File: config.mk
export PLATFORM = sky130hd
export DESIGN_NAME = crossbar
export DESIGN_NICKNAME = d
export VERILOG_FILES = /design/src/rtl/chiplet_types_pkg.sv /design/src/rtl/crossbar.sv
export SDC_FILE = /design/constraint.sdc
export NUM_CORES = 1
export LEC_CHECK = 0
export ABC_CLOCK_PERIOD_IN_PS = 1500
export BUFFER_PORTS_ARGS = -buffer_cell sky130_fd_sc_hd__buf_2
export CORE_ASPECT_RATIO = 0.6
export CORE_MARGIN = 2
export CORE_UTILIZATION = 31
export CTS_CLUSTER_SIZE = 8
export DETAILED_ROUTE_END_ITERATION = 10
export PLACE_DENSITY = 0.64
export SLEW_MARGIN = 20
export SYNTH_ARGS = -nofsm -noshare
export SYNTH_HDL_FRONTEND = slang
export SYNTH_SLANG_ARGS = --single-unit
File: constraint.sdc
create_clock -name clk -period 1.5 [get_ports clk]
set_clock_uncertainty 0.1 [all_clocks]
set_input_delay 0.075 -clock clk [delete_from_list [all_inputs] [get_ports clk]]
set_output_delay 0.075 -clock clk [all_outputs]
set_load 0.02 [all_outputs]
File: src/rtl/chiplet_types_pkg.sv
package chiplet_types_pkg;

    // Flit word width and virtual channels per port
    localparam int FLIT_W = 32;
    localparam int NUM_VCS = 2;

    typedef logic [4:0] node_id_t;

    // Wide enough for the default four ports
    typedef logic [1:0] port_id_t;

    typedef enum logic [3:0] {
        FMT_DATA       = 4'h0,
        FMT_SWITCH_CFG = 4'h1
    } fmt_t;

    // Ordinary payload flit
    typedef struct packed {
        fmt_t             format;
        node_id_t         dest;
        logic [22:0]      payload;
    } data_word_t;

    // Route table write; table_index names the node whose route changes
    typedef struct packed {
        fmt_t             format;
        node_id_t         dest;
        node_id_t         table_index;
        port_id_t         route_port;
        logic [15:0]      spare;
    } cfg_word_t;

    // Format and destination line up in both views
    typedef union packed {
        data_word_t       data;
        cfg_word_t        cfg;
    } flit_payload_t;

endpackage

File: src/rtl/crossbar.sv
`timescale 1ns/10ps

module crossbar import chiplet_types_pkg::*; #(
    parameter int NUM_PORTS = 4,
    parameter node_id_t NODE = 5'd3
) (
    input  logic                                      clk,
    input  logic                                      rst_n,
    input  flit_payload_t [NUM_VCS*NUM_PORTS-1:0]     head_flit,
    input  logic [NUM_VCS*NUM_PORTS-1:0]              head_vc,
    input  logic [NUM_PORTS-1:0][NUM_VCS*NUM_PORTS-1:0] grant,
    input  logic [NUM_PORTS-1:0]                      grant_valid,
    output flit_payload_t [NUM_PORTS-1:0]             out_flit,
    output logic [NUM_PORTS-1:0]                      out_vc,
    output logic [NUM_PORTS-1:0]                      data_ready_out,
    output logic                                      claim_valid,
    output flit_payload_t                             claim_flit
);
    localparam int NUM_BUF = NUM_VCS * NUM_PORTS;

    flit_payload_t [NUM_PORTS-1:0] mux_flit;
    logic [NUM_PORTS-1:0]          mux_vc;
    logic [NUM_PORTS-1:0]          out_valid;

    // Grants are one-hot per output
    always_comb begin
        mux_flit = '0;
        mux_vc = '0;
        for (int o = 0; o < NUM_PORTS; o++) begin
            for (int b = 0; b < NUM_BUF; b++) begin
                if (grant[o][b]) begin
                    mux_flit[o] = head_flit[b];
                    mux_vc[o] = head_vc[b];
                end
            end
        end
    end

    always_ff @(posedge clk or negedge rst_n) begin
        if (!rst_n) begin
            out_valid <= '0;
        end else begin
            out_valid <= grant_valid;
        end
    end

    always_ff @(posedge clk) begin
        out_flit <= mux_flit;
        out_vc <= mux_vc;
    end

    // Config flit for this node on the local port goes to the route table
    assign claim_valid = out_valid[0] && out_flit[0].data.format == FMT_SWITCH_CFG
                         && out_flit[0].data.dest == NODE;
    assign claim_flit = out_flit[0];

    always_comb begin
        data_ready_out = out_valid;
        data_ready_out[0] = out_valid[0] && !claim_valid;
    end

endmodule

==> impl_metrics.tcl <==
set metrics [dict create \
    start_util_pct 31.5 \
    cts_root_buf "clkbuf_16" \
    num_vias 17800 \
    synth_cell_type_count 26 \
    final_nets 2491 \
    path_buf_inv 1 \
    die_height_um 161 \
    hold_path_class "input pin to flip-flop" \
    fillCellCount 3921 \
    syn_area_um2 12800 \
    yosysTopAreaCellShare_pct 20.7 \
    async_flop_share_pct 2.94 \
    track_usage_pct 34.5 \
    critPathKind "flip-flop to primary output" \
    final-instance-count-excl-fill 2759 \
    period_share_pct 128 \
    route.detailed.drc 0 \
    rsz0062_at_grt "yes" \
    synth_warnings 0 \
    synthesis.nets 1921 \
    clk_pin_slew_ns 0.06 \
    finalHoldViolations 1 \
    synth.largest_area_cell "dfxtp_1" \
    rows 57 \
    crit_path_end_kind "primary output" \
    power_w 0.0145 \
    grt_antenna_before_repair 28 \
    outcome "finished, violations left" \
    firstDrtPassIters 8 \
    setup_viol 2 \
    vdd.ir_drop.worst_mv 0.668 \
    worst_pin_slew_ns 0.445 \
    cp_top_family "simple AND/OR/NAND/NOR gates" \
    ys.flop_type "dfxtp_1" \
    dp_hpwl_um 53000 \
    period_needed_ns 1.93 \
    ant_nets 0 \
    synthTopCellsByArea "dfxtp_1, a221o_1, nand2b_1" \
    netlist_instances 1619 \
    grt_max_degree 53 \
    htree_num_levels 4 \
    wire_per_inst_um 27.9 \
    grt_pass1_wl_um 111000 \
    viasPerCell 6.46 \
    post-place-cells 2497 \
    p_leak_nw 7.53 \
    syn_area_per_cell_um2 7.89 \
    arrival_ns 1.75 \
    layout-drive-gt1-share_pct 29.4 \
    cts_setup_buffers 0 \
    crit_chain "or4b_4 > nor4_4 > nor2b_2 > buf_6" \
    synth_edf_count 0 \
    worstPathRequired_ns 1.32 \
    finalMaxSlewViolations 0 \
    fin_ws_ns -0.427 \
    clk_path_buf_depth 2 \
    slew_headroom_pct 70.3 \
    wl_um 77000 \
    powerDensity_nw_per_um2 774 \
    cts_made_buffers 17 \
    core_area_um2 40600 \
    violations "negative hold slack, negative setup slack" \
    area_growth_pct 46.8 \
    dpl_cell_area_um2 15900 \
    gp_congestion 0.945 \
    critPathMaxStageDelay_ns 0.58 \
    critPathSlowestCell "or4b_4" \
    grt_remaining_overflow 0 \
    path_max_fanout 2 \
    synth-seq-area-share_pct 21.5 \
    clock-sinks 136 \
    grt_pass1_vias 17200 \
    first_iter_violations 2909 \
    portBuffers 470 \
    die_x_um 266 \
    stdcell_area_um2 18800 \
    max-cap-violations 0 \
    hold_slack_ns -0.0915 \
    fmax_mhz 519 \
    worst_setup_path_start_kind "flip-flop" \
    synth-seq-cells 136 \
    die_area_um2 42900 \
    cts_tree "done" \
    io_pins 471 \
]
-- cells in the mapped netlist (7+ instances only) --
library cell / number
clkbuf_1: 81
o22ai_1: 32
a21oi_1: 209
buf_1: 8
a31oi_1: 132
buf_4: 43
nand2b_1: 228
dfxtp_1: 132
a221o_1: 162
buf_2: 70
buf_6: 28
inv_1: 7
o2111ai_1: 132
nand2_1: 103
o21ai_0: 35
mux2i_1: 96
nand3b_1: 99
-- final timing paths --
check / startpoint / endpoint / slack (ns) / cells after the start
max: claim_flit[31] / data_ready_out[0] / -0.43 / 4
min: grant[23] / out_flit[66] / -0.09 / 3
max in group asynchronous: rst_n / out_valid[0] / 0.58 / 3
min in group asynchronous: rst_n / out_valid[1] / 0.49 / 3
-- logic make-up (layout without fill, tap and decap cells) --
| family | count (synthesis) | in the layout | synth area share [%] |
|---|---|---|---|
| AO/OA/AOI/OAI | 703 | 703 | 39.4 |
| AND/OR/NAND/NOR | 447 | 447 | 21.1 |
| buffers and inverters | 237 | 820 | 10.6 |
| flip-flops | 136 | 136 | 21.5 |
| multiplexers | 96 | 96 | 7.52 |
| other | 0 | 26 | 0 |
-- cell usage in the layout (no fill, tap or decap), drive strengths merged --
cell type,n
nor2b,6
dfxtp,132
or4b,1
buf,574
diode,26
nand3b,99
a221o,162
bufinv,2
a31oi,132
clkbuf,19
nand2b,228
nand4b,1
clkinv,4
o21ai,36
dfrtp,4
dlygate4sd3,206
nor2,8
nand2,103
o22ai,32
o2111ai,132
nor4,1
clkinvlp,3
inv,12
mux2i,96
a21oi,209
-- metal layers --
metal / wire (µm) / vias up / GRT usage (%)
met4: 4010 / 6 / 17.9
met1: 30500 / 8282 / 45.0
met5: 37 / - / 0.450
li1: - / 7487 / -
met2: 31800 / 1719 / 49.8
met3: 10700 / 333 / 12.1
-- flip-flops by register name, indices dropped and copies added, names as in the netlist --
name	flops
out_flit	96
claim_flit	32
out_valid	4
out_vc	4
-- cell type report --
type	instances	area (µm²)	area share, %
Multi-Input combinational cell	1246	8850	47.2
Clock buffer	18	450	2.40
Sequential cell	136	2750	14.6
Timing Repair Buffer	781	5790	30.9
Tap cell	531	664	3.54
Inverter	7	26.3	0.140
Antenna cell	26	65.1	0.347
Clock inverter	14	161	0.861
-- stage by stage --
| step | utilization (%) | TNS, ns | worst slack [ns] |
|---|---|---|---|
| global route | 46.2 | -0.960 | -0.480 |
| finish | 46.2 | -0.846 | -0.427 |
| global placement | 39.2 | -0.180 | -0.0965 |
| CTS | 46.0 | -0.928 | -0.454 |
| floorplan | - | -0.105 | -0.105 |
| detailed placement | 39.2 | -0.0873 | -0.0529 |
-- power breakdown --
part | internal (W) | switching, W
Clock | 0.00258 | 0.00200
Combinational | 0.00237 | 0.00341
Sequential | 0.00399 | 0.000175
Total | 0.00894 | 0.00558
-- repair_timing --
action,in CTS,in global routing
gates resized for setup,2,21
hold endpoints to repair,140,0
hold buffers,211,0
setup endpoints to repair,2,19
pin swaps,2,2
(Power assumes the default switching activity.)
