**src/rtl/chiplet_types_pkg.sv**
```systemverilog
package chiplet_types_pkg;

    // Flit word width and virtual channels per port
    localparam int FLIT_W = 32;
    localparam int NUM_VCS = 2;

    typedef logic [4:0] node_id_t;

    // Wide enough for the default four ports
    typedef logic [1:0] port_id_t;

    typedef enum logic [3:0] {
        FMT_DATA       = 4'h0,
        FMT_SWITCH_CFG = 4'h1
    } fmt_t;

    // Ordinary payload flit
    typedef struct packed {
        fmt_t             format;
        node_id_t         dest;
        logic [22:0]      payload;
    } data_word_t;

    // Route table write; table_index names the node whose route changes
    typedef struct packed {
        fmt_t             format;
        node_id_t         dest;
        node_id_t         table_index;
        port_id_t         route_port;
        logic [15:0]      spare;
    } cfg_word_t;

    // Format and destination line up in both views
    typedef union packed {
        data_word_t       data;
        cfg_word_t        cfg;
    } flit_payload_t;

endpackage

```
**src/rtl/route_compute.sv**
```systemverilog
`timescale 1ns/10ps

module route_compute import chiplet_types_pkg::*; #(
    parameter int NUM_PORTS = 4,
    parameter int TOTAL_NODES = 32,
    parameter node_id_t NODE = 5'd3
) (
    input  flit_payload_t [NUM_VCS*NUM_PORTS-1:0] head_flit,
    input  logic [NUM_VCS*NUM_PORTS-1:0]          head_valid,
    input  port_id_t [TOTAL_NODES-1:0]            route_table,
    output port_id_t [NUM_VCS*NUM_PORTS-1:0]      req_port,
    output logic [NUM_VCS*NUM_PORTS-1:0]          req_valid
);
    localparam int NUM_BUF = NUM_VCS * NUM_PORTS;

    // Config flits route by destination like data, so the data view is enough
    always_comb begin
        node_id_t dest;
        for (int b = 0; b < NUM_BUF; b++) begin
            dest = head_flit[b].data.dest;
            if (dest == NODE) begin
                req_port[b] = '0;
            end else if (int'(dest) < TOTAL_NODES) begin
                req_port[b] = route_table[dest];
            end else begin
                // Nodes outside the table eject locally
                req_port[b] = '0;
            end
        end
    end

    // Every buffered head requests its output
    assign req_valid = head_valid;

endmodule

```
**config.mk**
```make
export PLATFORM = sky130hd
export DESIGN_NAME = route_compute
export DESIGN_NICKNAME = d
export VERILOG_FILES = /design/src/rtl/chiplet_types_pkg.sv /design/src/rtl/route_compute.sv
export SDC_FILE = /design/constraint.sdc
export NUM_CORES = 1
export LEC_CHECK = 0
export ABC_AREA = 1
export BUFFER_PORTS_ARGS = -buffer_cell sky130_fd_sc_hd__clkbuf_2
export CAP_MARGIN = 5
export CELL_PAD_IN_SITES_DETAIL_PLACEMENT = 0
export CELL_PAD_IN_SITES_GLOBAL_PLACEMENT = 2
export CORE_MARGIN = 5
export CORE_UTILIZATION = 17
export DETAILED_ROUTE_END_ITERATION = 10
export PLACE_DENSITY_LB_ADDON = 0.3
export SLEW_MARGIN = 40
export SYNTH_ARGS = -nofsm -noshare
export SYNTH_HDL_FRONTEND = slang
export SYNTH_SLANG_ARGS = --single-unit
```
**constraint.sdc**
```tcl
create_clock -name vclk -period 1.06
set_input_delay 0.159 -clock vclk [all_inputs]
set_output_delay 0.159 -clock vclk [all_outputs]
set_load 0.005 [all_outputs]
```
==> metrics.md, run 1 <==
| Metric | Value |
|---|---|
| Status | `finished with violations` |
| Violated checks | `negative setup slack` |
| Power Dens Cells | `481 nW/um2` |
| Avg Inst Size Synth | `4.53 um2` |
| Core area | `about 34000 um2` |
| Crit end category | `output port` |
| Startpoint Class | `input pin` |
| Post-synthesis net count | `between 1500 and 2000` |
| Max-cap violations | `0` |
| Final cycle utilization of the critical path | `139%` |
| Total die area | `38600 um2` |
| P&R area growth vs syn | `86.2%` |
| Pin count of the biggest net entering global routing | `38` |
| DIE WIDTH | `~200 um` |
| Clock buffer cells | `0` |
| Initial core utilization | `17.2%` |
| Sequential power share | `0%` |
| Pleak | `5.36 nW` |
| Post-Syn Area | `about 5900 um2` |
| Total track usage | `around 21%` |
| Critical path required time | `0.90 ns` |
| Routed WL | `between 40000 and 50000 um` |
| HPWL after detailed placement | `~29000 um` |
| Setup TNS | `-5.30 ns` |
| Flip-flop and latch area | `0 um2` |
| Port buffer count | `120` |
| Crit path buf inv count | `5` |
| Iter 0 DRT Violations | `roughly 1100` |
| Yosys Warn Count | `0` |
| Slowest stage cell, crit path | `buf_16` |
| Gpl congestion | `around 0.88` |
| F_max | `between 600 and 700 MHz` |
| Place WS | `-0.523 ns` |
| CP top delay family | `simple AND/OR/NAND/NOR gates` |
| First-pass GRT wire length | `60600 um` |
| Clock share of power | `0%` |
| Worst-Margin Slew | `approximately 0.29 ns` |
| Cell Chain, Critical Path | `clkbuf_16 > clkinv_8 > buf_8 > buf_16 > nand2_2 > nand3_2 > nand3_1 > nand2_1 > nand2_1 > nand2_1 > nor2_2 > nor2_2 > buf_2` |
| Max Transition Viols Final | `0` |
| HP Start | `head_valid[0]` |
| Top Ports | `approximately 350` |
| Switching Power | `~2.9 mW` |
| Via count | `between 9000 and 10000` |
| Crit-path max cell delay | `between 0.1 and 0.15 ns` |
| Final worst slack | `-0.418 ns` |
| RSZ-0062 raised after global routing | `true` |
| CP arrival | `1.32 ns` |
| VDD IR max | `roughly 0.30 mV` |
| Cell depth of the worst hold path | `0` |
| Number of global-route vias before repair | `between 9000 and 10000` |
| Unique masters post-synth | `19` |
| Slew margin rel. | `between 80% and 90%` |
| Hold Crit Endpoint | `req_valid[0]` |
| Initial antenna violation count | `1` |
| # rows | `between 60 and 70` |
| Int Pwr | `around 2.4 mW` |
| Hold Path Class | `input pin to output port` |
| Crit Path Class | `input pin to output port` |
| Die span in y | `roughly 200 um` |
| Final hold viol count | `0` |
| DR WL/cell | `around 22 um` |
| Global route overflow | `0` |
| Diode count | `0` |
| Cells after Synth | `1306` |
| Tmin final | `between 1 and 1.5 ns` |
| Hold buffers post-CTS | `0` |
| # setup viols final | `16` |
| # nets final | `1821` |
| DRT antenna net count | `0` |
| Cell mode on critical path | `nand2_1` |
| Switching Fraction | `between 50 and 60%` |
| Layout cells sized above 1 | `roughly 43%` |
| DRC violations left | `0` |
| Sequential area share after synthesis | `0%` |
| Combinational power share | `100.0%` |
| FF+latch count | `0` |
| Drt pass-1 iters | `5` |
| Vias per cell | `5.03` |
| Crit path max fanout | `7` |
-- placed cells by master, fill, tap and decap left out, types with 9 or more instances in the layout --
cell type    n
nand3_2    116
buf_16      22
o21ai_0     15
buf_6       22
buf_2       16
nor2_1      64
clkbuf_4    12
buf_4       74
clkbuf_16   20
inv_1       21
nand3_1    207
nor2_2      27
nand2_4     12
clkbuf_2    70
nand2_1    477
a21oi_2      9
nand2_2    117
o21ai_1     27
buf_12      86
a21oi_1     20
-- worst max-delay path by stage --
| stage | from | to | slack (ns) | cells past startpoint |
|---|---|---|---|---|
| 6_report | head_flit[119] | req_port[6] | -0.42 | 13 |
| 4_1_cts | head_flit[119] | req_port[7] | -0.38 | 13 |
| 2_1_floorplan | head_flit[183] | req_port[10] | -0.04 | 11 |
| 5_1_grt | head_flit[119] | req_port[6] | -0.46 | 13 |
| 3_5_place_dp | head_flit[215] | req_port[13] | -0.52 | 11 |
| 3_3_place_gp | head_flit[215] | req_port[13] | -0.58 | 11 |
-- synthesized netlist by cell type --
cell type | number | share of area, %
clkbuf_1 | 15 | 0.95
a21boi_1 | 1 | 0.13
nand2_1 | 606 | 38
o21ai_1 | 5 | 0.42
inv_2 | 15 | 0.95
o211ai_1 | 7 | 0.89
nand3_1 | 323 | 27
nand4_1 | 1 | 0.11
buf_4 | 37 | 4.7
buf_2 | 61 | 5.2
nor2_1 | 93 | 5.9
clkinv_1 | 7 | 0.44
clkbuf_2 | 1 | 0.085
a21boi_0 | 1 | 0.13
inv_1 | 24 | 1.5
o21ai_0 | 38 | 3.2
a21oi_1 | 30 | 2.5
buf_6 | 34 | 6.5
nor3_1 | 7 | 0.59
-- power by group through the flow --
stage	Combinational (mW)	Clock [mW]	Sequential, mW
CTS	4.66	0	0
floorplan	2.19	0	0
finish	5.30	0	0
global route	5.61	0	0
global placement	4.03	0	0
detailed placement	4.02	0	0
-- timing repair --
item                                    in CTS  in global routing
pin swaps                                   83                159
buffers inserted                             7                  0
gates resized for setup                    194                306
gates cloned                                23                 15
endpoints found under the setup margin      16                 16
-- metrics by stage --
step | total power, mW | hold WS, ns | utilization [%] | instances | area [um2]
after floorplan | 2.19 | 0.399 | - | 1306 | 6080
after global placement | 4.03 | 0.318 | 24.3 | 1903 | 8360
after detailed placement | 4.02 | 0.318 | 24.3 | 1903 | 8360
after CTS | 4.66 | 0.318 | 28.1 | 1933 | 9700
after global routing | 5.61 | 0.318 | 32.0 | 1946 | 11000
final | 5.30 | 0.318 | 32.0 | 1946 | 11000
-- logic make-up after synthesis --
logic type             count (synthesis)  share of synthesized area (%)
AOI/OAI and AO/OA                     82                           7.32
buffers and inverters                194                           20.3
and+or+nand+nor                     1030                           72.4
-- layout make-up --
| cell class | instances | area [um2] |
|---|---|---|
| well taps | 455 | 569 |
| fillers | 3837 | 23400 |
| multi-input cells | 1112 | 5810 |
| inverters | 46 | 328 |
| repair buffers | 333 | 4310 |
-- layer usage --
layer	routed length, um	GRT usage, %	part of all wire, %	vias up
met1	19200	30.2	44	4593
met2	18700	31.4	43	551
met4	1450	5.20	3.4	2
met3	4020	3.08	9.3	87
met5	7	0	0.016	-
li1	-	-	-	4562
No activity file was read; power rests on OpenSTA's default activity.
==> run 2, diff against run 1 <==
--- a/config.mk
+++ b/config.mk
@@ -10,6 +10,7 @@
 export CAP_MARGIN = 5
 export CELL_PAD_IN_SITES_DETAIL_PLACEMENT = 0
 export CELL_PAD_IN_SITES_GLOBAL_PLACEMENT = 2
+export CORE_ASPECT_RATIO = 0.6
 export CORE_MARGIN = 5
 export CORE_UTILIZATION = 17
 export DETAILED_ROUTE_END_ITERATION = 10
==> run 2 against run 1 <==
Effect of this change: the run still ends with negative setup slack left; critical path type unchanged; cell count grew 0.72%; power shrank 1.8%; first-iteration DRC count shrank 4.1%.
==> metrics.md, run 2 (synthesis gave the netlist of run 1 again) <==
| Metric | Value |
|---|---|
| Final non-filler cell total | `slightly below 2000` |
| Final worst slack | `-0.372 ns` |
| Hold buffers post-CTS | `0` |
| Cells after DPL | `approximately 1900` |
| Port buffer count | `120` |
| DRT antenna net count | `0` |
| Slowest stage cell, crit path | `buf_8` |
| Crit end category | `output port` |
| Global route overflow | `0` |
| CP arrival | `about 1.3 ns` |
| VDD IR max | `approximately 0.26 mV` |
| Via count | `about 9800` |
| # rows | `between 50 and 60` |
| Startpoint Class | `input pin` |
| Crit Path Class | `input pin to output port` |
| Crit path max fanout | `7` |
| Drt pass-1 iters | `5` |
| Total die area | `38700 um2` |
| Status | `finished with violations` |
| Total track usage | `about a fifth` |
| Initial core utilization | `~17%` |
| # nets final | `1830` |
| RSZ-0062 raised after global routing | `true` |
| Vias per cell | `5.02` |
| Gpl congestion | `between 0.9 and 1` |
| Tot Pwr | `approximately 5.2 mW` |
| Cell Chain, Critical Path | `clkbuf_16 > clkinv_8 > buf_8 > buf_16 > nand2_1 > nand3_1 > nand3_2 > nand2_2 > nand2_1 > nand2_1 > nor2_1 > nor2_1 > buf_2` |
| Final hold viol count | `0` |
| Initial antenna violation count | `1` |
| Max Transition Viols Final | `0` |
| Routed WL | `43500 um` |
| Worst-Margin Slew | `around 0.25 ns` |
| DR WL/cell | `22.2 um` |
| Pin count of the biggest net entering global routing | `37` |
| FF+latch count | `0` |
| Violated checks | `negative setup slack` |
| Die span in y | `roughly 150 um` |
| Top Ports | `between 300 and 400` |
| F_max | `approximately 700 MHz` |
| Worst path depth | `13` |
| First-pass GRT wire length | `59800 um` |
| Hold Path Class | `input pin to output port` |
| Tmin final | `between 1 and 1.5 ns` |
| Worst Setup SP | `head_flit[151]` |
| Flip-flop and latch area | `0 um2` |
| Pleak | `about 5.3 nW` |
| # setup viols final | `16` |
| DIE WIDTH | `around 250 um` |
| Number of global-route vias before repair | `between 8000 and 9000` |
| DRC violations left | `0` |
| Crit-path max cell delay | `roughly 0.13 ns` |
| Most frequent cells in the layout | `494 x nand2_1, 216 x nand3_1, 107 x nand3_2, 99 x nand2_2, 90 x buf_4` |
| Iter 0 DRT Violations | `1042` |
| HPWL after detailed placement | `30100 um` |
| Crit path buf inv count | `5` |
| Final cycle utilization of the critical path | `135%` |
| Slew margin rel. | `83.3%` |
| Core area | `34000 um2` |
| Most common cell after layout, fill and taps aside | `nand2_1` |
| Critical path required time | `about 0.90 ns` |
| CP top delay family | `buffers and inverters` |
| Layout cells sized above 1 | `roughly two fifths` |
| Cell mode on critical path | `nand2_1` |
| Power Dens Cells | `482 nW/um2` |
| P&R area growth vs syn | `82.5%` |
| Max-cap violations | `0` |
| Clock buffer cells | `0` |
| CP endpoint | `req_port[9]` |
[run 2: changes by cell type in the layout (fill, tap and decap cells not counted), sizes merged]
cell / previous run / this run
clkbuf: 108 / 110
diode: 0 / 1
clkinv: 13 / 12
clkinvlp: 0 / 1
buf: 225 / 232
[run 2: how the worst min path moves through the flow]
| stage | from | slack, ns | to | depth (start not counted) |
|---|---|---|---|---|
| after detailed placement | head_valid[0] | 0.32 | req_valid[0] | 0 |
| after floorplan | head_valid[0] | 0.40 | req_valid[0] | 1 |
| after CTS | head_valid[0] | 0.32 | req_valid[0] | 0 |
| after global routing | head_valid[3] | 0.32 | req_valid[3] | 0 |
| final | head_valid[0] | 0.32 | req_valid[0] | 0 |
| after global placement | head_valid[0] | 0.32 | req_valid[0] | 0 |
[run 2: per-stage QoR]
| stage | setup TNS [ns] | instance area [um2] | hold WS (ns) | worst slack (ns) | utilization [%] |
|---|---|---|---|---|---|
| 2_1_floorplan | -0.113 | 6080 | 0.399 | -0.0360 | - |
| 3_3_place_gp | -6.52 | 8470 | 0.318 | -0.499 | 24.9 |
| 3_5_place_dp | -6.63 | 8470 | 0.318 | -0.491 | 24.9 |
| 4_1_cts | -5.36 | 9520 | 0.318 | -0.379 | 28.0 |
| 5_1_grt | -6.49 | 10800 | 0.318 | -0.466 | 31.7 |
| 6_report | -5.23 | 10800 | 0.318 | -0.372 | 31.7 |
[run 2: power breakdown]
| group | leakage, nW | switching (mW) | internal, mW | total (mW) |
|---|---|---|---|---|
| combinational | 5.31 | 2.89 | 2.32 | 5.20 |
| sequential | 0 | 0 | 0 | 0 |
| clock | 0.00000634 | 0 | 0.0000000755 | 0.0000000755 |
[run 2: area by class of cell]
| cell class | count | area [um2] |
|---|---|---|
| repair buffers | 342 | 4180 |
| diodes | 1 | 2.50 |
| well taps | 459 | 574 |
| inverters | 46 | 289 |
| fillers | 3748 | 23200 |
| multi-input cells | 1112 | 5740 |
[run 2: what timing repair did]
action / CTS / global route
endpoints found under the setup margin: 16 / 16
gates cloned: 16 / 13
pin swaps: 44 / 148
resized for setup: 153 / 285
setup buffers: 6 / 2
[run 2: routing by layer]
layer  vias up  global-route usage [%]  share of wire, %
li1       4578                       -                 -
met1      4623                    31.4                46
met4         0                    4.91               3.1
met2       544                    29.2                41
met5         -                       0                 0
met3        90                    3.24               9.6
