File: src/rtl/chiplet_types_pkg.sv
package chiplet_types_pkg;

    // Flit word width and virtual channels per port
    localparam int FLIT_W = 32;
    localparam int NUM_VCS = 2;

    typedef logic [4:0] node_id_t;

    // Wide enough for the default four ports
    typedef logic [1:0] port_id_t;

    typedef enum logic [3:0] {
        FMT_DATA       = 4'h0,
        FMT_SWITCH_CFG = 4'h1
    } fmt_t;

    // Ordinary payload flit
    typedef struct packed {
        fmt_t             format;
        node_id_t         dest;
        logic [22:0]      payload;
    } data_word_t;

    // Route table write; table_index names the node whose route changes
    typedef struct packed {
        fmt_t             format;
        node_id_t         dest;
        node_id_t         table_index;
        port_id_t         route_port;
        logic [15:0]      spare;
    } cfg_word_t;

    // Format and destination line up in both views
    typedef union packed {
        data_word_t       data;
        cfg_word_t        cfg;
    } flit_payload_t;

endpackage

File: src/rtl/vc_input_buffers.sv
`timescale 1ns/10ps

module vc_input_buffers import chiplet_types_pkg::*; #(
    parameter int NUM_PORTS = 4,
    parameter int BUFFER_SIZE = 4
) (
    input  logic                                clk,
    input  logic                                rst_n,
    input  flit_payload_t [NUM_PORTS-1:0]       in_flit,
    input  logic [NUM_PORTS-1:0]                in_vc,
    input  logic [NUM_PORTS-1:0]                data_ready_in,
    input  logic [NUM_VCS*NUM_PORTS-1:0]        pop,
    output flit_payload_t [NUM_VCS*NUM_PORTS-1:0] head_flit,
    output logic [NUM_VCS*NUM_PORTS-1:0]        head_valid,
    output logic [NUM_PORTS-1:0][NUM_VCS-1:0]   buffer_available
);
    localparam int NUM_BUF = NUM_VCS * NUM_PORTS;
    localparam int PTR_W = (BUFFER_SIZE > 1) ? $clog2(BUFFER_SIZE) : 1;
    localparam int CNT_W = $clog2(BUFFER_SIZE + 1);

    function automatic logic [PTR_W-1:0] ptr_inc(input logic [PTR_W-1:0] ptr);
        return (ptr == PTR_W'(BUFFER_SIZE - 1)) ? '0 : ptr + 1'b1;
    endfunction

    // Buffer index is vc * NUM_PORTS + port
    for (genvar b = 0; b < NUM_BUF; b++) begin : g_buf
        localparam int PORT = b % NUM_PORTS;
        localparam int VC = b / NUM_PORTS;

        logic [FLIT_W-1:0] mem [BUFFER_SIZE];
        logic [PTR_W-1:0]  rd_ptr;
        logic [PTR_W-1:0]  wr_ptr;
        logic [CNT_W-1:0]  count;
        logic              wen;

        // Steer the port's write by its VC bit
        assign wen = data_ready_in[PORT] && (in_vc[PORT] == 1'(VC));

        always_ff @(posedge clk or negedge rst_n) begin
            if (!rst_n) begin
                rd_ptr <= '0;
                wr_ptr <= '0;
                count <= '0;
            end else begin
                if (wen) begin
                    wr_ptr <= ptr_inc(wr_ptr);
                end
                if (pop[b]) begin
                    rd_ptr <= ptr_inc(rd_ptr);
                end
                case ({wen, pop[b]})
                    2'b10:   count <= count + 1'b1;
                    2'b01:   count <= count - 1'b1;
                    default: count <= count;
                endcase
            end
        end

        always_ff @(posedge clk) begin
            if (wen) begin
                mem[wr_ptr] <= in_flit[PORT];
            end
        end

        assign head_flit[b] = mem[rd_ptr];
        assign head_valid[b] = (count != '0);
        // Level seen by the sender, one cycle behind the write
        assign buffer_available[PORT][VC] = (count < CNT_W'(BUFFER_SIZE));

        a_no_overflow: assert property (@(posedge clk) disable iff (!rst_n)
            wen |-> count != CNT_W'(BUFFER_SIZE));
        a_no_underflow: assert property (@(posedge clk) disable iff (!rst_n)
            pop[b] |-> count != '0);
    end

endmodule

File: config.mk
export PLATFORM = sky130hd
export DESIGN_NAME = vc_input_buffers
export DESIGN_NICKNAME = d
export VERILOG_FILES = /design/src/rtl/chiplet_types_pkg.sv /design/src/rtl/vc_input_buffers.sv
export SDC_FILE = /design/constraint.sdc
export NUM_CORES = 1
export LEC_CHECK = 0
export BUFFER_PORTS_ARGS = -buffer_cell sky130_fd_sc_hd__buf_2
export CORE_ASPECT_RATIO = 0.75
export CORE_UTILIZATION = 48
export CTS_CLUSTER_DIAMETER = 200
export DETAILED_ROUTE_END_ITERATION = 8
export PLACE_DENSITY = 0.75
export SKIP_LAST_GASP = 1
export SLEW_MARGIN = 40
export SYNTH_ARGS = -nofsm -noshare
export SYNTH_HDL_FRONTEND = slang
export SYNTH_SLANG_ARGS = --single-unit
File: constraint.sdc
create_clock -name clk -period 5.2 [get_ports clk]
set_input_delay 0 -clock clk [delete_from_list [all_inputs] [get_ports clk]]
set_output_delay 0 -clock clk [all_outputs]
set_load 0.005 [all_outputs]
==> flow_metrics.tcl, run 1 <==
set metrics [dict create \
    die_area_sq_mm 0.0860 \
    hold_path_depth 2 \
    r2r_cells 4 \
    critPathKind "reg2out" \
    ioPinCount 418 \
    synth_area_leaders "edfxtp_1, mux4_2, dfrtp_1" \
    synth_xor_area_share_pct 0.516 \
    synthAdderAreaFrac_pct 1.87 \
    totalNegativeSetupSlack_ps 0 \
    hold_viol 0 \
    drive_gt1_share_pct 36.2 \
    dieHeight_um 254 \
    netlist_instances 1662 \
    grt_max_degree 57 \
    yosysTopAreaCellShare_pct 75.5 \
    areaGrowthSynthToFinish_pct 19.9 \
    synth_compound_area_share_pct 0.246 \
    rows 92 \
    num_vias 19100 \
    clock_path_buffers 3 \
    grt_pass1_wl_mm 124 \
    fin_crit_ps 2670 \
    antenna_found_initial 0 \
    synth_top_family_by_area "multiplexers" \
    dp_hpwl_mm 48.7 \
    max_cap_violations 0 \
    root_buffer "clkbuf_16" \
    worstPathArrival_ps 2670 \
    dieWidth_um 338 \
    crit_path_max_fanout 19 \
    drv_slew 0 \
    leakage_nw 17.0 \
    final_common_cell "edfxtp_1" \
    rsz0062_at_grt "false" \
    cts_resized 0 \
    synthDistinctLibCells 24 \
    max_freq_mhz 375 \
    netlist_area_sq_mm 0.0407 \
    ys_seq_area_share_pct 79.0 \
    coreArea_sq_mm 0.0840 \
    portBuffers 417 \
    startpoint_type "flop" \
    min_period_over_period_pct 51.3 \
    synth_top_area_cell "edfxtp_1" \
    drt_iter0_markers 1510 \
    synthesis.nets 1864 \
    cts_buffers 99 \
    powerDensity_mw_per_mm2 508 \
    first_pass_iters 5 \
    dp.cells 3188 \
    drc 0 \
    grt_overflow 0 \
    mostFrequentLayoutCells "edfxtp_1, buf_2, mux4_2, dlygate4sd3_1, clkbuf_16" \
    holdWs_ps 145 \
    status "finished, final reports clean" \
    synthSimpleGateAreaFrac_pct 1.05 \
    final_net_count 2514 \
    routed_wl_mm 83.1 \
    post-place-ws_ps 3070 \
    start_util_pct 48.4 \
    tightestPinTransition_ps 756 \
    crit_required_ps 5200 \
    drtAntennaViolNets 0 \
    synth-seq-cells 1080 \
    fin_cells 3529 \
    peakVddDrop_mv 0.363 \
    cts_sinks 1080 \
    synth.avg_cell_area_sq_um 24.5 \
    htree_num_levels 3 \
    clk_pin_slew_worst_paths_ps 60 \
    synthMuxAreaShare_pct 15.1 \
    fin_skew_ps 23.0 \
    slew_headroom_pct 49.6 \
    setup_violations 0 \
    vias_per_cell 5.41 \
    first_global_vias 20300 \
    yosysWarnings 0 \
    gp_congestion 0.755 \
    fin_ws_ps 2530 \
    post_drt_wl_per_cell_um 23.5 \
    grt_usage_pct 19.1 \
    cp-end-kind "output pin" \
    worstHoldPathType "in2reg" \
    clk-insertion-delay-late_ps 670 \
    cts_tree "done" \
]
-- metal layers --
layer,up-vias,share of wire [%],GRT usage (%)
li1,8241,-,-
met1,10100,40,25.1
met2,627,52,33.1
met3,105,5.9,3.69
met4,0,1.9,4.96
met5,-,0,0
-- critical path, stage by stage (launching register included) --
cell and delay (ps):
dfrtp_2 790, buf_4 460, mux4_2 590, buf_2 150
-- Yosys cell counts --
| library cell | count |
|---|---|
| ha_1 | 48 |
| xnor2_1 | 16 |
| dfrtp_1 | 56 |
| inv_1 | 52 |
| nand2_1 | 18 |
| clkbuf_1 | 12 |
| mux2_2 | 20 |
| nor2_1 | 20 |
| buf_12 | 24 |
| buf_2 | 24 |
| nor3_1 | 4 |
| a21o_1 | 4 |
| and2_1 | 16 |
| buf_6 | 8 |
| mux4_1 | 32 |
| edfxtp_1 | 1024 |
| o21ai_0 | 14 |
| nand3_1 | 8 |
| fa_1 | 8 |
| mux4_2 | 224 |
| xor2_1 | 8 |
| and3_1 | 16 |
| mux2i_1 | 2 |
| nor2b_1 | 4 |
-- layout make-up --
type	instances	area, sq um
flip-flops and latches	1080	32200
inverters	52	195
clock buffers	126	2670
well taps	1128	1410
fillers	5913	35200
multi-input cells	462	7630
diodes	3	7.51
repair buffers	617	3970
clock inverters	61	746
-- flip-flops by register name, indices dropped and copies added, names as in the netlist --
name and flops:
g_buf.count 24, g_buf.rd_ptr 16, g_buf.wr_ptr 16, g_buf.mem 1024
-- what timing repair did --
action	in CTS	in global routing
setup buffers	0	0
hold buffers	150	0
endpoints found under the hold margin	1136	0
-- worst paths after layout --
path                       slack [ps]                from                  end
max                              2530  g_buf[7].rd_ptr[0]       head_flit[254]
min                               140         in_flit[80]  g_buf[6].mem[1][16]
max reg2reg                      3160  g_buf[3].wr_ptr[1]  g_buf[3].mem[1][14]
min reg2reg                       470   g_buf[1].count[0]    g_buf[1].count[0]
max in group asynchronous        4210               rst_n   g_buf[3].rd_ptr[0]
min in group asynchronous         490               rst_n    g_buf[2].count[2]
-- through the flow --
step                area (sq um)  util [%]  power [mW]
finish                     48800      58.1        24.8
global route               48800      58.1        25.8
CTS                        48800      58.0        25.1
detailed placement         43900      52.2        17.4
global placement           43900      52.2        17.2
floorplan                  40700         -        15.2
-- cells by family after synthesis --
group / count (synthesis)
buffers and inverters: 120
adders and majority gates: 56
DFF: 1080
muxes: 278
AOI/OAI and AO/OA: 18
xor gates and xnor gates: 24
and+or+nand+nor: 86
-- power by group --
group	total, mW	internal [mW]	switching [mW]	leakage [nW]
sequential	11.0	10.5	0.528	9.96
combinational	6.25	3.12	3.13	5.35
clock	7.52	4.37	3.15	1.67
total	24.8	18.0	6.82	17.0
No activity file was read; power rests on OpenSTA's default activity.
==> run 2, diff against run 1 <==
PLACE_DENSITY = 0.78   (was 0.75)
clock period = 2.4 ns   (was 5.2 ns; I/O delays follow)
==> flow_metrics.tcl, run 2 (synthesis gave the netlist of run 1 again) <==
set metrics [dict create \
    grt_usage_pct 18.9 \
    setup_violations 0 \
    largest_register_ffs 1024 \
    cp_top_family "flip-flops" \
    num-fill-cells 5870 \
    reg2reg_to "g_buf[7].mem[0][26]" \
    p_clk_share_pct 28.5 \
    dieHeight_um 254 \
    root_buffer "clkbuf_16" \
    r2r_cells 4 \
    critPathKind "reg2out" \
    final_common_cell "edfxtp_1" \
    crit_required_ps 2400 \
    crit_path_max_fanout 11 \
    worstHoldPathType "in2reg" \
    max_freq_mhz 442 \
    crit_chain "buf_4, mux4_1, buf_2" \
    p_comb_share_pct 26.8 \
    vias_per_cell 5.44 \
    final_util_pct 58.0 \
    totalNegativeSetupSlack_ps 0 \
    fin_skew_ps 13.9 \
    hold_start "in_flit[77]" \
    grt_overflow 0 \
    areaGrowthSynthToFinish_pct 19.7 \
    num_vias 19200 \
    cts_buffers 98 \
    powerDensity_mw_per_mm2 1090 \
    slew_headroom_pct 61.2 \
    biggestRegsByFlops "g_buf.mem x1024, g_buf.count x24" \
    first_pass_iters 5 \
    status "finished, final reports clean" \
    hold_path_depth 2 \
    min_period_over_period_pct 94.2 \
    crit_buf_inv 2 \
    gp_congestion 0.801 \
    clk_pin_slew_worst_paths_ps 70 \
    max_cap_violations 0 \
    dp_hpwl_mm 49.2 \
    drtAntennaViolNets 0 \
    hold_viol 0 \
    cts_sinks 1080 \
    post_drt_wl_per_cell_um 23.4 \
    clk-insertion-delay-late_ps 640 \
    startpoint_type "flop" \
    mostFrequentLayoutCells "edfxtp_1, buf_2, mux4_2, dlygate4sd3_1, clkbuf_16" \
    coreArea_sq_mm 0.0840 \
    ioPinCount 418 \
    portBuffers 417 \
    drc 0 \
    drv_slew 0 \
    switching_power_mw 14.6 \
    r2r_slack_ps 650 \
    switching_share_pct 27.6 \
    htree_num_levels 3 \
    intPower_mw 38.3 \
    clock_path_buffers 3 \
    routed_wl_mm 82.7 \
    rows 92 \
    peakVddDrop_mv 0.800 \
    final_net_count 2521 \
    cp_slowest_stage_delay_ps 600 \
    start_util_pct 48.4 \
    min_to "g_buf[6].mem[2][13]" \
    worstPathArrival_ps 2260 \
    crit_cells 3 \
    antenna_found_initial 1 \
    die_area_sq_mm 0.0860 \
    regMostFlops "g_buf.mem" \
    grt_pass1_wl_mm 123 \
    rsz0062_at_grt "false" \
    leakage_nw 16.9 \
    drive_gt1_share_pct 35.6 \
    cts_tree "done" \
    fin_crit_ps 2260 \
    dieWidth_um 338 \
    drt_iter0_markers 1502 \
    first_global_vias 20200 \
    tightestPinTransition_ps 581 \
    rr_startpoint "g_buf[7].wr_ptr[0]" \
    grt_max_degree 57 \
    slowest_stage "dfrtp_2" \
    cp-end-kind "output pin" \
    seqPwrFrac_pct 44.8 \
]
[run 2: metrics by stage]
| stage | cells | power [mW] | area [sq um] | worst slack (ps) | hold WS, ps |
|---|---|---|---|---|---|
| floorplan | 1662 | 32.9 | 40700 | 556 | -296 |
| global placement | 3195 | 37.6 | 44100 | 723 | 146 |
| detailed placement | 3195 | 38.1 | 44100 | 669 | 26.4 |
| CTS | 3530 | 53.5 | 48700 | 26.7 | 111 |
| global route | 3531 | 55.1 | 48700 | 2.70 | 125 |
| finish | 3533 | 52.9 | 48700 | 140 | 156 |
[run 2: what timing repair did]
action,in CTS,in global routing
setup buffers,1,0
resized for setup,0,2
endpoints found under the hold margin,1136,0
hold buffers,151,0
endpoints found under the setup margin,1,5
[run 2: layout make-up]
cell class | count | area (sq um) | area share (%)
flip-flops and latches | 1080 | 32200 | 66.0
multi-input cells | 462 | 7630 | 15.7
repair buffers | 625 | 4200 | 8.62
clock buffers | 125 | 2610 | 5.35
well taps | 1128 | 1410 | 2.90
clock inverters | 58 | 495 | 1.02
inverters | 52 | 195 | 0.401
diodes | 3 | 7.51 | 0.0154
[run 2: how the worst max path moves through the flow]
stage	start	slack, ps	endpoint
CTS	g_buf[1].rd_ptr[0]	30	head_flit[44]
floorplan	g_buf[4].wr_ptr[0]	560	g_buf[4].mem[2][0]
global route	g_buf[5].rd_ptr[0]	3	head_flit[188]
finish	g_buf[6].rd_ptr[0]	140	head_flit[193]
global placement	g_buf[0].rd_ptr[0]	720	head_flit[29]
detailed placement	data_ready_in[1]	670	g_buf[1].mem[1][26]
[run 2: routing by layer]
layer  vias up  track usage (%)  wire length [um]  share of wire, %
met5         -                0                 0                 0
met4         0             5.74              2040               2.5
met3       145             3.46              4710               5.7
met2       688             32.0             42200                51
met1     10100             25.3             33700                41
li1       8248                -                 -                 -
[run 2: power groups by stage]
stage / Sequential [mW] / Clock, mW / Combinational, mW
2_1_floorplan: 23.5 / 0 / 9.43
3_3_place_gp: 23.9 / 0 / 13.7
3_5_place_dp: 24.1 / 0 / 14.1
4_1_cts: 23.7 / 15.4 / 14.4
5_1_grt: 23.9 / 16.1 / 15.2
6_report: 23.7 / 15.1 / 14.2
