### src/rtl/chiplet_types_pkg.sv
package chiplet_types_pkg;

    // Flit word width and virtual channels per port
    localparam int FLIT_W = 32;
    localparam int NUM_VCS = 2;

    typedef logic [4:0] node_id_t;

    // Wide enough for the default four ports
    typedef logic [1:0] port_id_t;

    typedef enum logic [3:0] {
        FMT_DATA       = 4'h0,
        FMT_SWITCH_CFG = 4'h1
    } fmt_t;

    // Ordinary payload flit
    typedef struct packed {
        fmt_t             format;
        node_id_t         dest;
        logic [22:0]      payload;
    } data_word_t;

    // Route table write; table_index names the node whose route changes
    typedef struct packed {
        fmt_t             format;
        node_id_t         dest;
        node_id_t         table_index;
        port_id_t         route_port;
        logic [15:0]      spare;
    } cfg_word_t;

    // Format and destination line up in both views
    typedef union packed {
        data_word_t       data;
        cfg_word_t        cfg;
    } flit_payload_t;

endpackage

### src/rtl/switch_reg_bank.sv
`timescale 1ns/10ps

module switch_reg_bank import chiplet_types_pkg::*; #(
    parameter int NUM_PORTS = 4,
    parameter int TOTAL_NODES = 32,
    parameter node_id_t NODE = 5'd3
) (
    input  logic                        clk,
    input  logic                        rst_n,
    input  logic                        claim_valid,
    input  flit_payload_t               claim_flit,
    output port_id_t [TOTAL_NODES-1:0]  route_table
);
    cfg_word_t cfg;

    // Claimed flits are always read as configuration words
    assign cfg = claim_flit.cfg;

    always_ff @(posedge clk or negedge rst_n) begin
        if (!rst_n) begin
            // Default spread is node mod ports, local node ejects
            for (int n = 0; n < TOTAL_NODES; n++) begin
                if (n == int'(NODE)) begin
                    route_table[n] <= '0;
                end else begin
                    route_table[n] <= port_id_t'(n % NUM_PORTS);
                end
            end
        end else if (claim_valid && int'(cfg.table_index) < TOTAL_NODES) begin
            route_table[cfg.table_index] <= cfg.route_port;
        end
    end

    a_index_range: assert property (@(posedge clk) disable iff (!rst_n)
        claim_valid |-> int'(cfg.table_index) < TOTAL_NODES);

endmodule

### config.mk
export PLATFORM = sky130hd
export DESIGN_NAME = switch_reg_bank
export DESIGN_NICKNAME = d
export VERILOG_FILES = /design/src/rtl/chiplet_types_pkg.sv /design/src/rtl/switch_reg_bank.sv
export SDC_FILE = /design/constraint.sdc
export NUM_CORES = 1
export LEC_CHECK = 0
export ABC_AREA = 1
export BUFFER_PORTS_ARGS = -buffer_cell sky130_fd_sc_hd__buf_4
export CAP_MARGIN = 20
export CORE_MARGIN = 2
export CORE_UTILIZATION = 30
export CTS_CLUSTER_DIAMETER = 100
export CTS_CLUSTER_SIZE = 8
export DETAILED_ROUTE_END_ITERATION = 8
export GPL_TIMING_DRIVEN = 0
export PLACE_DENSITY = 0.55
export SETUP_SLACK_MARGIN = 0.2
export SYNTH_ARGS = -nofsm -noshare
export SYNTH_HDL_FRONTEND = slang
export SYNTH_SLANG_ARGS = --single-unit
export TNS_END_PERCENT = 100
### constraint.sdc
create_clock -name clk -period 1.9 [get_ports clk]
set_input_delay 0.095 -clock clk [delete_from_list [all_inputs] [get_ports clk]]
set_output_delay 0.095 -clock clk [all_outputs]
set_load 0.01 [all_outputs]
==> metrics.md, run 1 <==
| Metric | Value |
|---|---|
| Status | completed |
| Area contributors post-synth | dfrtp_1 30%, nand2_1 30%, dfstp_2 28% |
| Crit path time final | 1100 ps |
| Die H | 101 um |
| Cells along the critical path | buf_4 |
| Worst Path Arrival | 1000 ps |
| Fin. Hold Viols | 0 |
| Antenna fix cells | 0 |
| Hold Path Depth | 3 |
| Crit path launch | route_table[50] |
| Seq/Total Area, Yosys | 58.5% |
| Initial DRC Count | 167 |
| Tcrit/Tclk final | 57.7% |
| Worst-Margin Slew | approximately 810 ps |
| Num rows | 35 |
| Hold WC Path Type | in -> reg |
| Final Util | 40.5% |
| Fill cells | 977 |
| CTS buffer count | 9 |
| DP Area | ~3500 um^2 |
| Fin nets | 478 |
| #FFs+latches synth | between 60 and 70 |
| Area grow syn2layout | 32.4% |
| Vias in the first global route | 2496 |
| First drt pass iteration count | 4 |
| Buffers inserted by post-CTS timing repair | 0 |
| Slew Viols, Final | 0 |
| Worst skew pair latency | 330 ps |
| EDFF count, synth | 0 |
| Critical Path Stages | 1 |
| Worst-path fanout max | 2 |
| Leak | roughly 1.9 nW |
| Worst Reg-to-Reg Cells | 2 |
| Worst path max stage delay | 550 ps |
| Max Clock Skew | 0 ps |
| Async SR Flop Fraction | between 90% and 100% |
| Area leader, netlist | dfrtp_1 |
| Warnings from Yosys | 0 |
| Gpl congestion | 0.767 |
| Core Box Area | 9150 um^2 |
| Crit-path slowest cell | dfstp_2 |
| Buffers & Inverters on Critical Path | 1 |
| Primary FF master, synth | dfrtp_1 |
| Post-CTS Resized | 0 |
| Worst-path clk slew | 70 ps |
| CTS root buffer | clkbuf_8 |
| Max-Cap Viols | 0 |
| Req. time, crit path | 1800 ps |
| Hold_ws | about 39 ps |
| DRT antenna net count | 0 |
| F_max | 0.913 GHz |
| RSZ-0062 raised after global routing | false |
| Synthesized instance count | 359 |
| Count leader, synth | nand2_1 |
| Slew margin rel. | 45.9% |
| DR vias | 2506 |
| Largest register FFs | 64 |
| Fin area | 3710 um^2 |
| Net count after synthesis | 394 |
| Starting density of the core | 30.6% |
| Setup TNS | 0 ps |
| # hold bufs at CTS | 1 |
| CTS tree | yes |
| Drt drc | 0 |
| Crit path launch type | flop |
| Tot GR Track Use | between 10% and 20% |
| Crit path max-delay family | flip-flops |
| Post-synthesis area per instance | 7.80 um^2 |
| Most frequent cells after synthesis | 221 x nand2_1, 35 x nor2_1, 34 x dfrtp_1 |
| Post-DR wirelength/cell | about 14 um |
| Layout cells sized above 1 | about 28% |
| Top Ports | 99 |
| Via density | approximately 4.5 |
| Deepest clock path buffer count | 2 |
| DIE AREA | 10100 um^2 |
| Pwr Total | 0.00400 W |
| Largest net degree at the start of global routing | 65 |
| Distinct cells, synth | 14 |
| Peak VDD IR | 0.000439 V |
| CP Class | reg -> out |
| Final setup vio count | 0 |
| Synthesized cell area | 2800 um^2 |
| Overflow after GRT | 0 |
| Wirelength, routed | roughly 8000 um |
| Power Density | 1080 nW/um^2 |
| Die Width | 101 um |
| Critical R2R Launch | route_table[26] |
| I/O Buffers | between 70 and 80 |
| Global-route wire length before repair | 12800 um |
| Biggest regs | route_table x64 |
| Number of antenna violations at the first check in global routing | 0 |
| Footprint of the multi-input gates | 1100 um^2 |
| Register Area | 1640 um^2 |
| Sinks on Clock Net | 64 |
| H-Tree Level Count | 3 |
| Hpwl dp | ~5600 um |
| Synth top area share | 30.4% |
| Most flop-heavy register | route_table |
| Worst Hold Launch | claim_flit[17] |
| Worst setup EP type | primary output |
## metrics by stage
stage	instances	setup slack, ps
floorplan	359	983
global placement	542	690
detailed placement	542	682
CTS	559	783
global route	559	763
finish	559	804
## placed cells by master (no fill, tap or decap), drive strengths merged
master         n
buf           74
bufinv         1
clkbuf        20
clkinv         1
dfrtp         34
dfstp         30
dlygate4sd3    1
inv            7
nand2        222
nand3         20
nor2          38
## layout make-up
type / count / share of cell area [%]
plain buffers: 8 / 0.945
flip-flops and latches: 64 / 44.2
well taps: 111 / 3.74
multi-input cells: 280 / 29.7
clock inverters: 2 / 0.945
repair buffers: 73 / 14.8
inverters: 7 / 0.709
clock buffers: 14 / 4.93
## final timing paths
kind                            slack (ps)               to
worst min register to register         460  route_table[14]
worst max register to register        1190  route_table[26]
max in group asynchronous              960  route_table[36]
min in group asynchronous              410  route_table[41]
worst min-delay path                    40  route_table[17]
worst max-delay path                   800  route_table[50]
## per-layer routing
metal	up-vias	wire length [um]	GRT usage (%)
met5	-	0	0
met4	0	124	7.48
met3	11	495	3.33
met2	69	3600	25.2
met1	1166	3700	23.7
li1	1260	-	-
## logic make-up (layout without fill, tap and decap cells)
family                 count (synthesis)  count (layout)  share of synthesized area (%)
buffers and inverters                 15             104                           2.19
flip-flops                            64              64                           58.5
AND/OR/NAND/NOR                      280             280                           39.3
## report_power, final
part           internal, W  total [W]  switching, W
logic             0.000425   0.000887      0.000462
registers          0.00170    0.00186      0.000162
clock network     0.000748    0.00125      0.000504
total              0.00288    0.00400       0.00113
No activity file was read; power rests on OpenSTA's default activity.
==> run 2, diff against run 1 <==
ABC_AREA = 0   (was 1)
clock period = 1.1 ns   (was 1.9 ns; I/O delays follow)
==> run 2 against run 1 <==
Compared with the run above:
- the run now ends with hold timing left
- critical path depth is the same
- power grew 87%
- sequential power grew 78%
- global-route usage shrank 3.3 points
- sequential share of layout area shrank 2.9 points
- critical path type unchanged
- highest routed layer unchanged
==> metrics.md, run 2 <==
| Metric | Value |
|---|---|
| Commonest non-fill, non-tap cell in the layout | buf_6 |
| Biggest regs | route_table x64 |
| Wirelength, routed | 6170 um (-22%) |
| Leak | 1.75 nW (-8.7%) |
| EDFF count, synth | 0 (unchanged) |
| Worst-path fanout max | 2 (unchanged) |
| Max Clock Skew | 0 ps (unchanged) |
| Most flop-heavy register | route_table |
| Sinks on Clock Net | 64 (unchanged) |
| CP Class | reg -> out |
| CTS buffer count | 9 (unchanged) |
| Failing checks | hold timing |
| Worst Path Arrival | 990 ps (about the same) |
| Area grow syn2layout | 47.9% |
| Hpwl dp | 4250 um (-23%) |
| Antenna fix cells | 0 (unchanged) |
| Worst path max stage delay | 550 ps (about the same) |
| Seq/Total Area, Yosys | 61.1% (+2.6 points) |
| CTS root buffer | clkbuf_8 |
| Crit path launch type | flop |
| H-Tree Level Count | 3 (unchanged) |
| F_max | 0.957 GHz |
| Power Density | 1890 nW/um^2 (+75%) |
| Most frequent cells in the layout | 70 x buf_6, 56 x mux2_2, 34 x dfrtp_1 |
| Synthesized instance count | 182 (-49%) |
| Worst-path clk slew | 70 ps (about the same) |
| Reg-to-reg slack, setup | 200 ps (-990 ps) |
| Flop pwr share | 44.2% (-2.4 points) |
| Die Width | 98.5 um (-2.1%) |
| Crit path max-delay family | flip-flops |
| Primary FF master, synth | dfrtp_1 |
| Warnings from Yosys | 0 (unchanged) |
| Area leader, netlist | dfrtp_1 |
| Final setup vio count | 0 (unchanged) |
| Overflow after GRT | 0 (unchanged) |
| Via density | 4.52 (+0.72%) |
| Status | finished, violations left |
| DRT antenna net count | 0 (unchanged) |
| Fin area | 3970 um^2 (+6.9%) |
| Largest net degree at the start of global routing | 65 (unchanged) |
| Vias in the first global route | 1874 (-25%) |
| Most frequent cells after synthesis | 56 x mux2_2, 34 x dfrtp_1, 30 x dfstp_2 |
| Crit path time final | 1050 ps |
| Hold_ws | -209 ps (-247 ps) |
| Net count after synthesis | 217 (-45%) |
| Top Ports | 99 (unchanged) |
| Logic gate share of total power | 27.1% (+4.9 points) |
| Worst Reg-to-Reg Cells | 2 (unchanged) |
| Max-Cap Viols | 0 (unchanged) |
| Tcrit/Tclk final | 95.0% |
| Async SR Flop Fraction | 100% (unchanged) |
| RSZ-0062 raised after global routing | true |
| Slew margin rel. | 46.8% (+0.89 points) |
| Cells along the critical path | buf_6 |
| DIE AREA | 9710 um^2 (-4.1%) |
| Initial DRC Count | 40 (-76%) |
| Core Box Area | 8680 um^2 (-5.2%) |
| Drt drc | 0 (unchanged) |
| Worst-Margin Slew | 798 ps (-13.3 ps) |
| Hold WC Path Type | in -> async |
| Clock share of power | 28.7% (-2.6 points) |
| Post-synthesis area per instance | 14.7 um^2 (+89%) |
| Distinct cells, synth | 16 (+2) |
| Largest register FFs | 64 (unchanged) |
| Starting density of the core | 30.9% (+0.29 points) |
| Num rows | 34 (-2.9%) |
| Fin. Hold Viols | 34 (+34) |
| Switching Share | 25.3% (-2.9 points) |
| CTS tree | yes |
| Worst skew pair latency | 330 ps (about the same) |
| Fin nets | 312 (-35%) |
| Gpl congestion | 0.648 (-16%) |
| Global-route wire length before repair | 10000 um (-22%) |
| # hold bufs at CTS | 2 (+1) |
| Deepest clock path buffer count | 2 (unchanged) |
| Worst setup EP type | primary output |
| DR vias | 1761 (-30%) |
| Crit Reg-Reg Endpoint | route_table[57] |
| Layout cells sized above 1 | 73.0% (+45 points) |
| Critical R2R Launch | route_table[57] |
| DP Area | 3390 um^2 (-2.7%) |
| Peak VDD IR | 0.000830 V (+89%) |
| Req. time, crit path | 1040 ps (-760 ps) |
| Die H | 98.5 um (-2.1%) |
| Sw Pwr | 0.00189 W (+68%) |
| First drt pass iteration count | 4 (unchanged) |
| I/O Buffers | 73 (+1.4%) |
| Synthesized cell area | 2680 um^2 (-4.3%) |
| Crit-path slowest cell | dfstp_2 |
| Slew Viols, Final | 0 (unchanged) |
| Number of antenna violations at the first check in global routing | 0 (unchanged) |
| Post-DR wirelength/cell | 15.8 um (+12%) |
| Buffers & Inverters on Critical Path | 1 (unchanged) |
| P_int | 0.00560 W (+95%) |
| #FFs+latches synth | 64 (unchanged) |
| Fill cells | 799 (-18%) |
| Area contributors post-synth | dfrtp_1 32%, dfstp_2 29%, mux2_2 24% |
| Pwr Total | 0.00750 W (+87%) |
| Synth top area share | 31.7% (+1.4 points) |
| Tot GR Track Use | 13.6% (-3.3 points) |
| Count leader, synth | mux2_2 |
[run 2: cell count changes in the layout (fill, tap and decap cells not counted), moves of 6 or more]
cell / before / now
buf_4: 73 / 12
nor2_1: 35 / 10
nand2_1: 221 / 16
nand3_1: 19 / 2
mux2_4: 0 / 8
inv_1: 6 / 0
mux2_2: 0 / 56
buf_6: 0 / 70
[run 2: layer usage]
| metal | routed length [um] | track usage [%] | vias to the layer above |
|---|---|---|---|
| li1 | - | - | 821 |
| met1 | 2880 | 18.6 | 884 |
| met2 | 2860 | 19.4 | 46 |
| met3 | 307 | 4.04 | 10 |
| met4 | 123 | 7.27 | 0 |
| met5 | 0 | 0 | - |
[run 2: logic make-up (layout without fill, tap and decap cells)]
kind of cell	count (synthesis)	after routing	share of synthesized area [%]
muxes	64	64	27.2
DFF	64	64	61.1
and+or+nand+nor	48	48	10.9
buffers and inverters	6	106	0.840
[run 2: metrics by stage]
stage | std cells | setup slack (ps) | TNS [ps] | util [%]
floorplan | 182 | 57.0 | 0 | -
global placement | 363 | -146 | -3020 | 39.0
detailed placement | 363 | -155 | -3480 | 39.0
CTS | 388 | 29.4 | 0 | 45.1
global route | 390 | 18.2 | 0 | 45.7
finish | 390 | 54.7 | 0 | 45.7
[run 2: worst max-delay path by stage]
stage | startpoint | to | slack, ps | cells after the start
floorplan | claim_flit[19] | route_table[24] | 60 | 3
global placement | claim_flit[19] | route_table[57] | -150 | 4
detailed placement | claim_flit[19] | route_table[56] | -150 | 4
CTS | route_table[31] | route_table[31] | 30 | 1
global route | route_table[31] | route_table[31] | 20 | 1
finish | route_table[31] | route_table[31] | 50 | 1
[run 2: cell type report]
class	count	area [um^2]	area share, %
plain buffers	6	22.5	0.568
clock buffers	14	183	4.61
clock inverters	2	35.0	0.884
multi-input cells	112	1050	26.5
flip-flops and latches	64	1640	41.3
well taps	108	135	3.41
repair buffers	84	898	22.7
[run 2: repair_timing]
item | 4_1_cts | 5_1_grt
buffers inserted | 7 | 2
setup endpoints to repair | 64 | 75
pin swaps | 0 | 0
endpoints found under the hold margin | 38 | 34
resized for setup | 64 | 9
[run 2: power by group through the flow]
stage / clock [W] / sequential (W) / combinational [W]
global placement: 0 / 0.00326 / 0.00163
detailed placement: 0 / 0.00326 / 0.00165
finish: 0.00215 / 0.00331 / 0.00203
floorplan: 0 / 0.00345 / 0.000515
CTS: 0.00224 / 0.00331 / 0.00201
global route: 0.00233 / 0.00338 / 0.00217
==> run 3, diff against run 2 <==
CORE_UTILIZATION = 29   (was 30)
PLACE_DENSITY = 0.54   (was 0.55)
==> run 3 against run 2 <==
Compared with the run above:
- the run still ends with hold timing left
- combinational power is essentially flat
- maximum frequency is 0.93% higher
- flip-flop and latch count unchanged
- setup slack gained 9.6 ps
- clock power is 4% lower
- first-iteration DRC count shrank 70%
- sequential power about the same
- global-route usage barely moved
- via count up 0.68%
- sequential share of layout area about the same
- wire length is 4.2% higher
- register-to-register slack barely moved
- critical path type unchanged
==> metrics.md, run 3 (synthesis results as in run 2) <==
| Metric | Value |
|---|---|
| DR vias | 1773 (+0.68%) |
| Sinks on Clock Net | 64 (unchanged) |
| Worst path max stage delay | 540 ps (about the same) |
| Top Ports | 99 (unchanged) |
| Inst Count DP | 366 (+0.83%) |
| Commonest non-fill, non-tap cell in the layout | buf_6 |
| Most flop-heavy register | route_table |
| Setup TNS | 0 ps (unchanged) |
| Wirelength, routed | 6420 um (+4.2%) |
| CP Class | reg -> out |
| CTS root buffer | clkbuf_8 |
| Most frequent cells in the layout | 72 x buf_6, 56 x mux2_2, 34 x dfrtp_1 |
| Largest register FFs | 64 (unchanged) |
| RSZ-0062 raised after global routing | true |
| Die Width | 100 um (+1.6%) |
| Slew Viols, Final | 0 (unchanged) |
| Hpwl dp | 4380 um (+3.0%) |
| Post-DR wirelength/cell | 16.3 um (+3.1%) |
| Largest net degree at the start of global routing | 65 (unchanged) |
| Fin. Hold Viols | 34 (unchanged) |
| Hold WC Path Type | in -> async |
| Overflow after GRT | 0 (unchanged) |
| Final setup vio count | 0 (unchanged) |
| Die H | 100 um (+1.6%) |
| Hold_ws | -187 ps (+21.5 ps) |
| Crit path max-delay family | flip-flops |
| CTS buffer count | 9 (unchanged) |
| Via density | 4.50 (-0.34%) |
| Status | finished, violations left |
| Final Non-Filler Cells | 394 (+1.0%) |
| Crit path time final | 1040 ps (-9.64 ps) |
| Max-Cap Viols | 0 (unchanged) |
| I/O Buffers | 73 (unchanged) |
| Deepest clock path buffer count | 2 (unchanged) |
| F_max | 0.966 GHz (+0.93%) |
| DRT antenna net count | 0 (unchanged) |
| Antenna fix cells | 0 (unchanged) |
| Number of antenna violations at the first check in global routing | 0 (unchanged) |
| Vias in the first global route | 1920 (+2.5%) |
| Tot GR Track Use | 13.5% (-0.031 points) |
| Layout cells sized above 1 | 72.8% (-0.26 points) |
| Fill cells | 862 (+7.9%) |
| Worst-path fanout max | 2 (unchanged) |
| First drt pass iteration count | 6 (+2) |
| Area grow syn2layout | 48.0% (about the same) |
| Crit path launch type | flop |
| Gpl congestion | 0.661 (+2.1%) |
| Failing checks | hold timing |
| Num rows | 35 (+2.9%) |
| # hold bufs at CTS | 2 (unchanged) |
| Buffers & Inverters on Critical Path | 1 (unchanged) |
| CTS tree | yes |
| Worst-path clk slew | 70 ps (about the same) |
| Power Density | 1870 nW/um^2 (-1.0%) |
| Worst Path Arrival | 980 ps (about the same) |
| Worst setup EP type | primary output |
| DIE AREA | 10000 um^2 (+3.3%) |
| Final Util | 43.6% (-2.1 points) |
| Global-route wire length before repair | 10300 um (+2.6%) |
| Fin nets | 313 (+0.32%) |
| H-Tree Level Count | 3 (unchanged) |
| Max Clock Skew | 0 ps (unchanged) |
| Cells along the critical path | buf_6 |
| Core Box Area | 9110 um^2 (+5.0%) |
| Starting density of the core | 29.4% (-1.5 points) |
| Drt drc | 0 (unchanged) |
| Req. time, crit path | 1040 ps (about the same) |
| Biggest regs | route_table x64 |
| Worst-Margin Slew | 812 ps (+13.9 ps) |
| Worst skew pair latency | 330 ps (about the same) |
| Peak VDD IR | 0.000977 V (+18%) |
| Crit-path slowest cell | dfstp_2 |
| Tcrit/Tclk final | 94.1% (-0.88 points) |
| Leak | 1.74 nW (-0.20%) |
| Slew margin rel. | 45.8% (-0.93 points) |
| Initial DRC Count | 12 (-70%) |
-- run 3: cell count changes in the layout (fill, tap and decap cells not counted), sizes merged --
cell / previous run / this run
buf: 82 / 83
clkbuf: 20 / 17
clkinv: 1 / 2
clkinvlp: 0 / 2
-- run 3: worst reg2reg max path: stages (launching register included) --
cell and delay, ps:
dfrtp_1 400, buf_4 140, mux2_4 260
-- run 3: layout make-up --
cell class / count / area [um^2] / area share [%]
Clock inverter: 5 / 55.1 / 1.39
Timing Repair Buffer: 85 / 913 / 23.0
Sequential cell: 64 / 1640 / 41.3
Clock buffer: 11 / 151 / 3.82
Multi-Input combinational cell: 112 / 1050 / 26.4
Tap cell: 111 / 139 / 3.50
Buffer: 6 / 22.5 / 0.568
-- run 3: final timing paths --
check,startpoint,to,slack [ps],cells after the start
max in group asynchronous,rst_n,route_table[6],760,1
min in group clk,claim_flit[18],route_table[33],170,4
min,rst_n,route_table[41],-190,1
max,route_table[31],route_table[31],60,1
min reg2reg,route_table[19],route_table[19],530,1
max reg2reg,route_table[48],route_table[48],190,2
-- run 3: where the power goes --
group | switching (W) | leakage, nW | internal [W]
Sequential | 0.000339 | 0.748 | 0.00297
Combinational | 0.000699 | 0.895 | 0.00135
Clock | 0.000908 | 0.101 | 0.00116
Total | 0.00195 | 1.74 | 0.00548
-- run 3: what timing repair did --
action,CTS,global route
setup buffers,8,2
pin swaps,0,2
setup endpoints to repair,65,71
cloned,0,0
gates resized for setup,65,8
hold endpoints to repair,38,34
-- run 3: routing by layer --
layer / vias to the layer above / part of all wire, % / global-route usage (%) / wire [um]
li1: 825 / - / - / -
met1: 897 / 47 / 17.9 / 3000
met2: 47 / 48 / 21.0 / 3080
met3: 4 / 4.3 / 4.74 / 275
met4: 0 / 1.1 / 4.11 / 69
met5: - / 0 / 0 / 0
-- run 3: through the flow --
stage                     hold slack, ps  total power (W)  instance area [um^2]  setup slack (ps)
after floorplan                     -241          0.00397                  2700              57.0
after global placement               198          0.00488                  3390              -140
after detailed placement             206          0.00492                  3390              -183
after CTS                           -171          0.00749                  3920              39.3
after global routing                -145          0.00783                  3970              12.2
final                               -187          0.00743                  3970              64.4
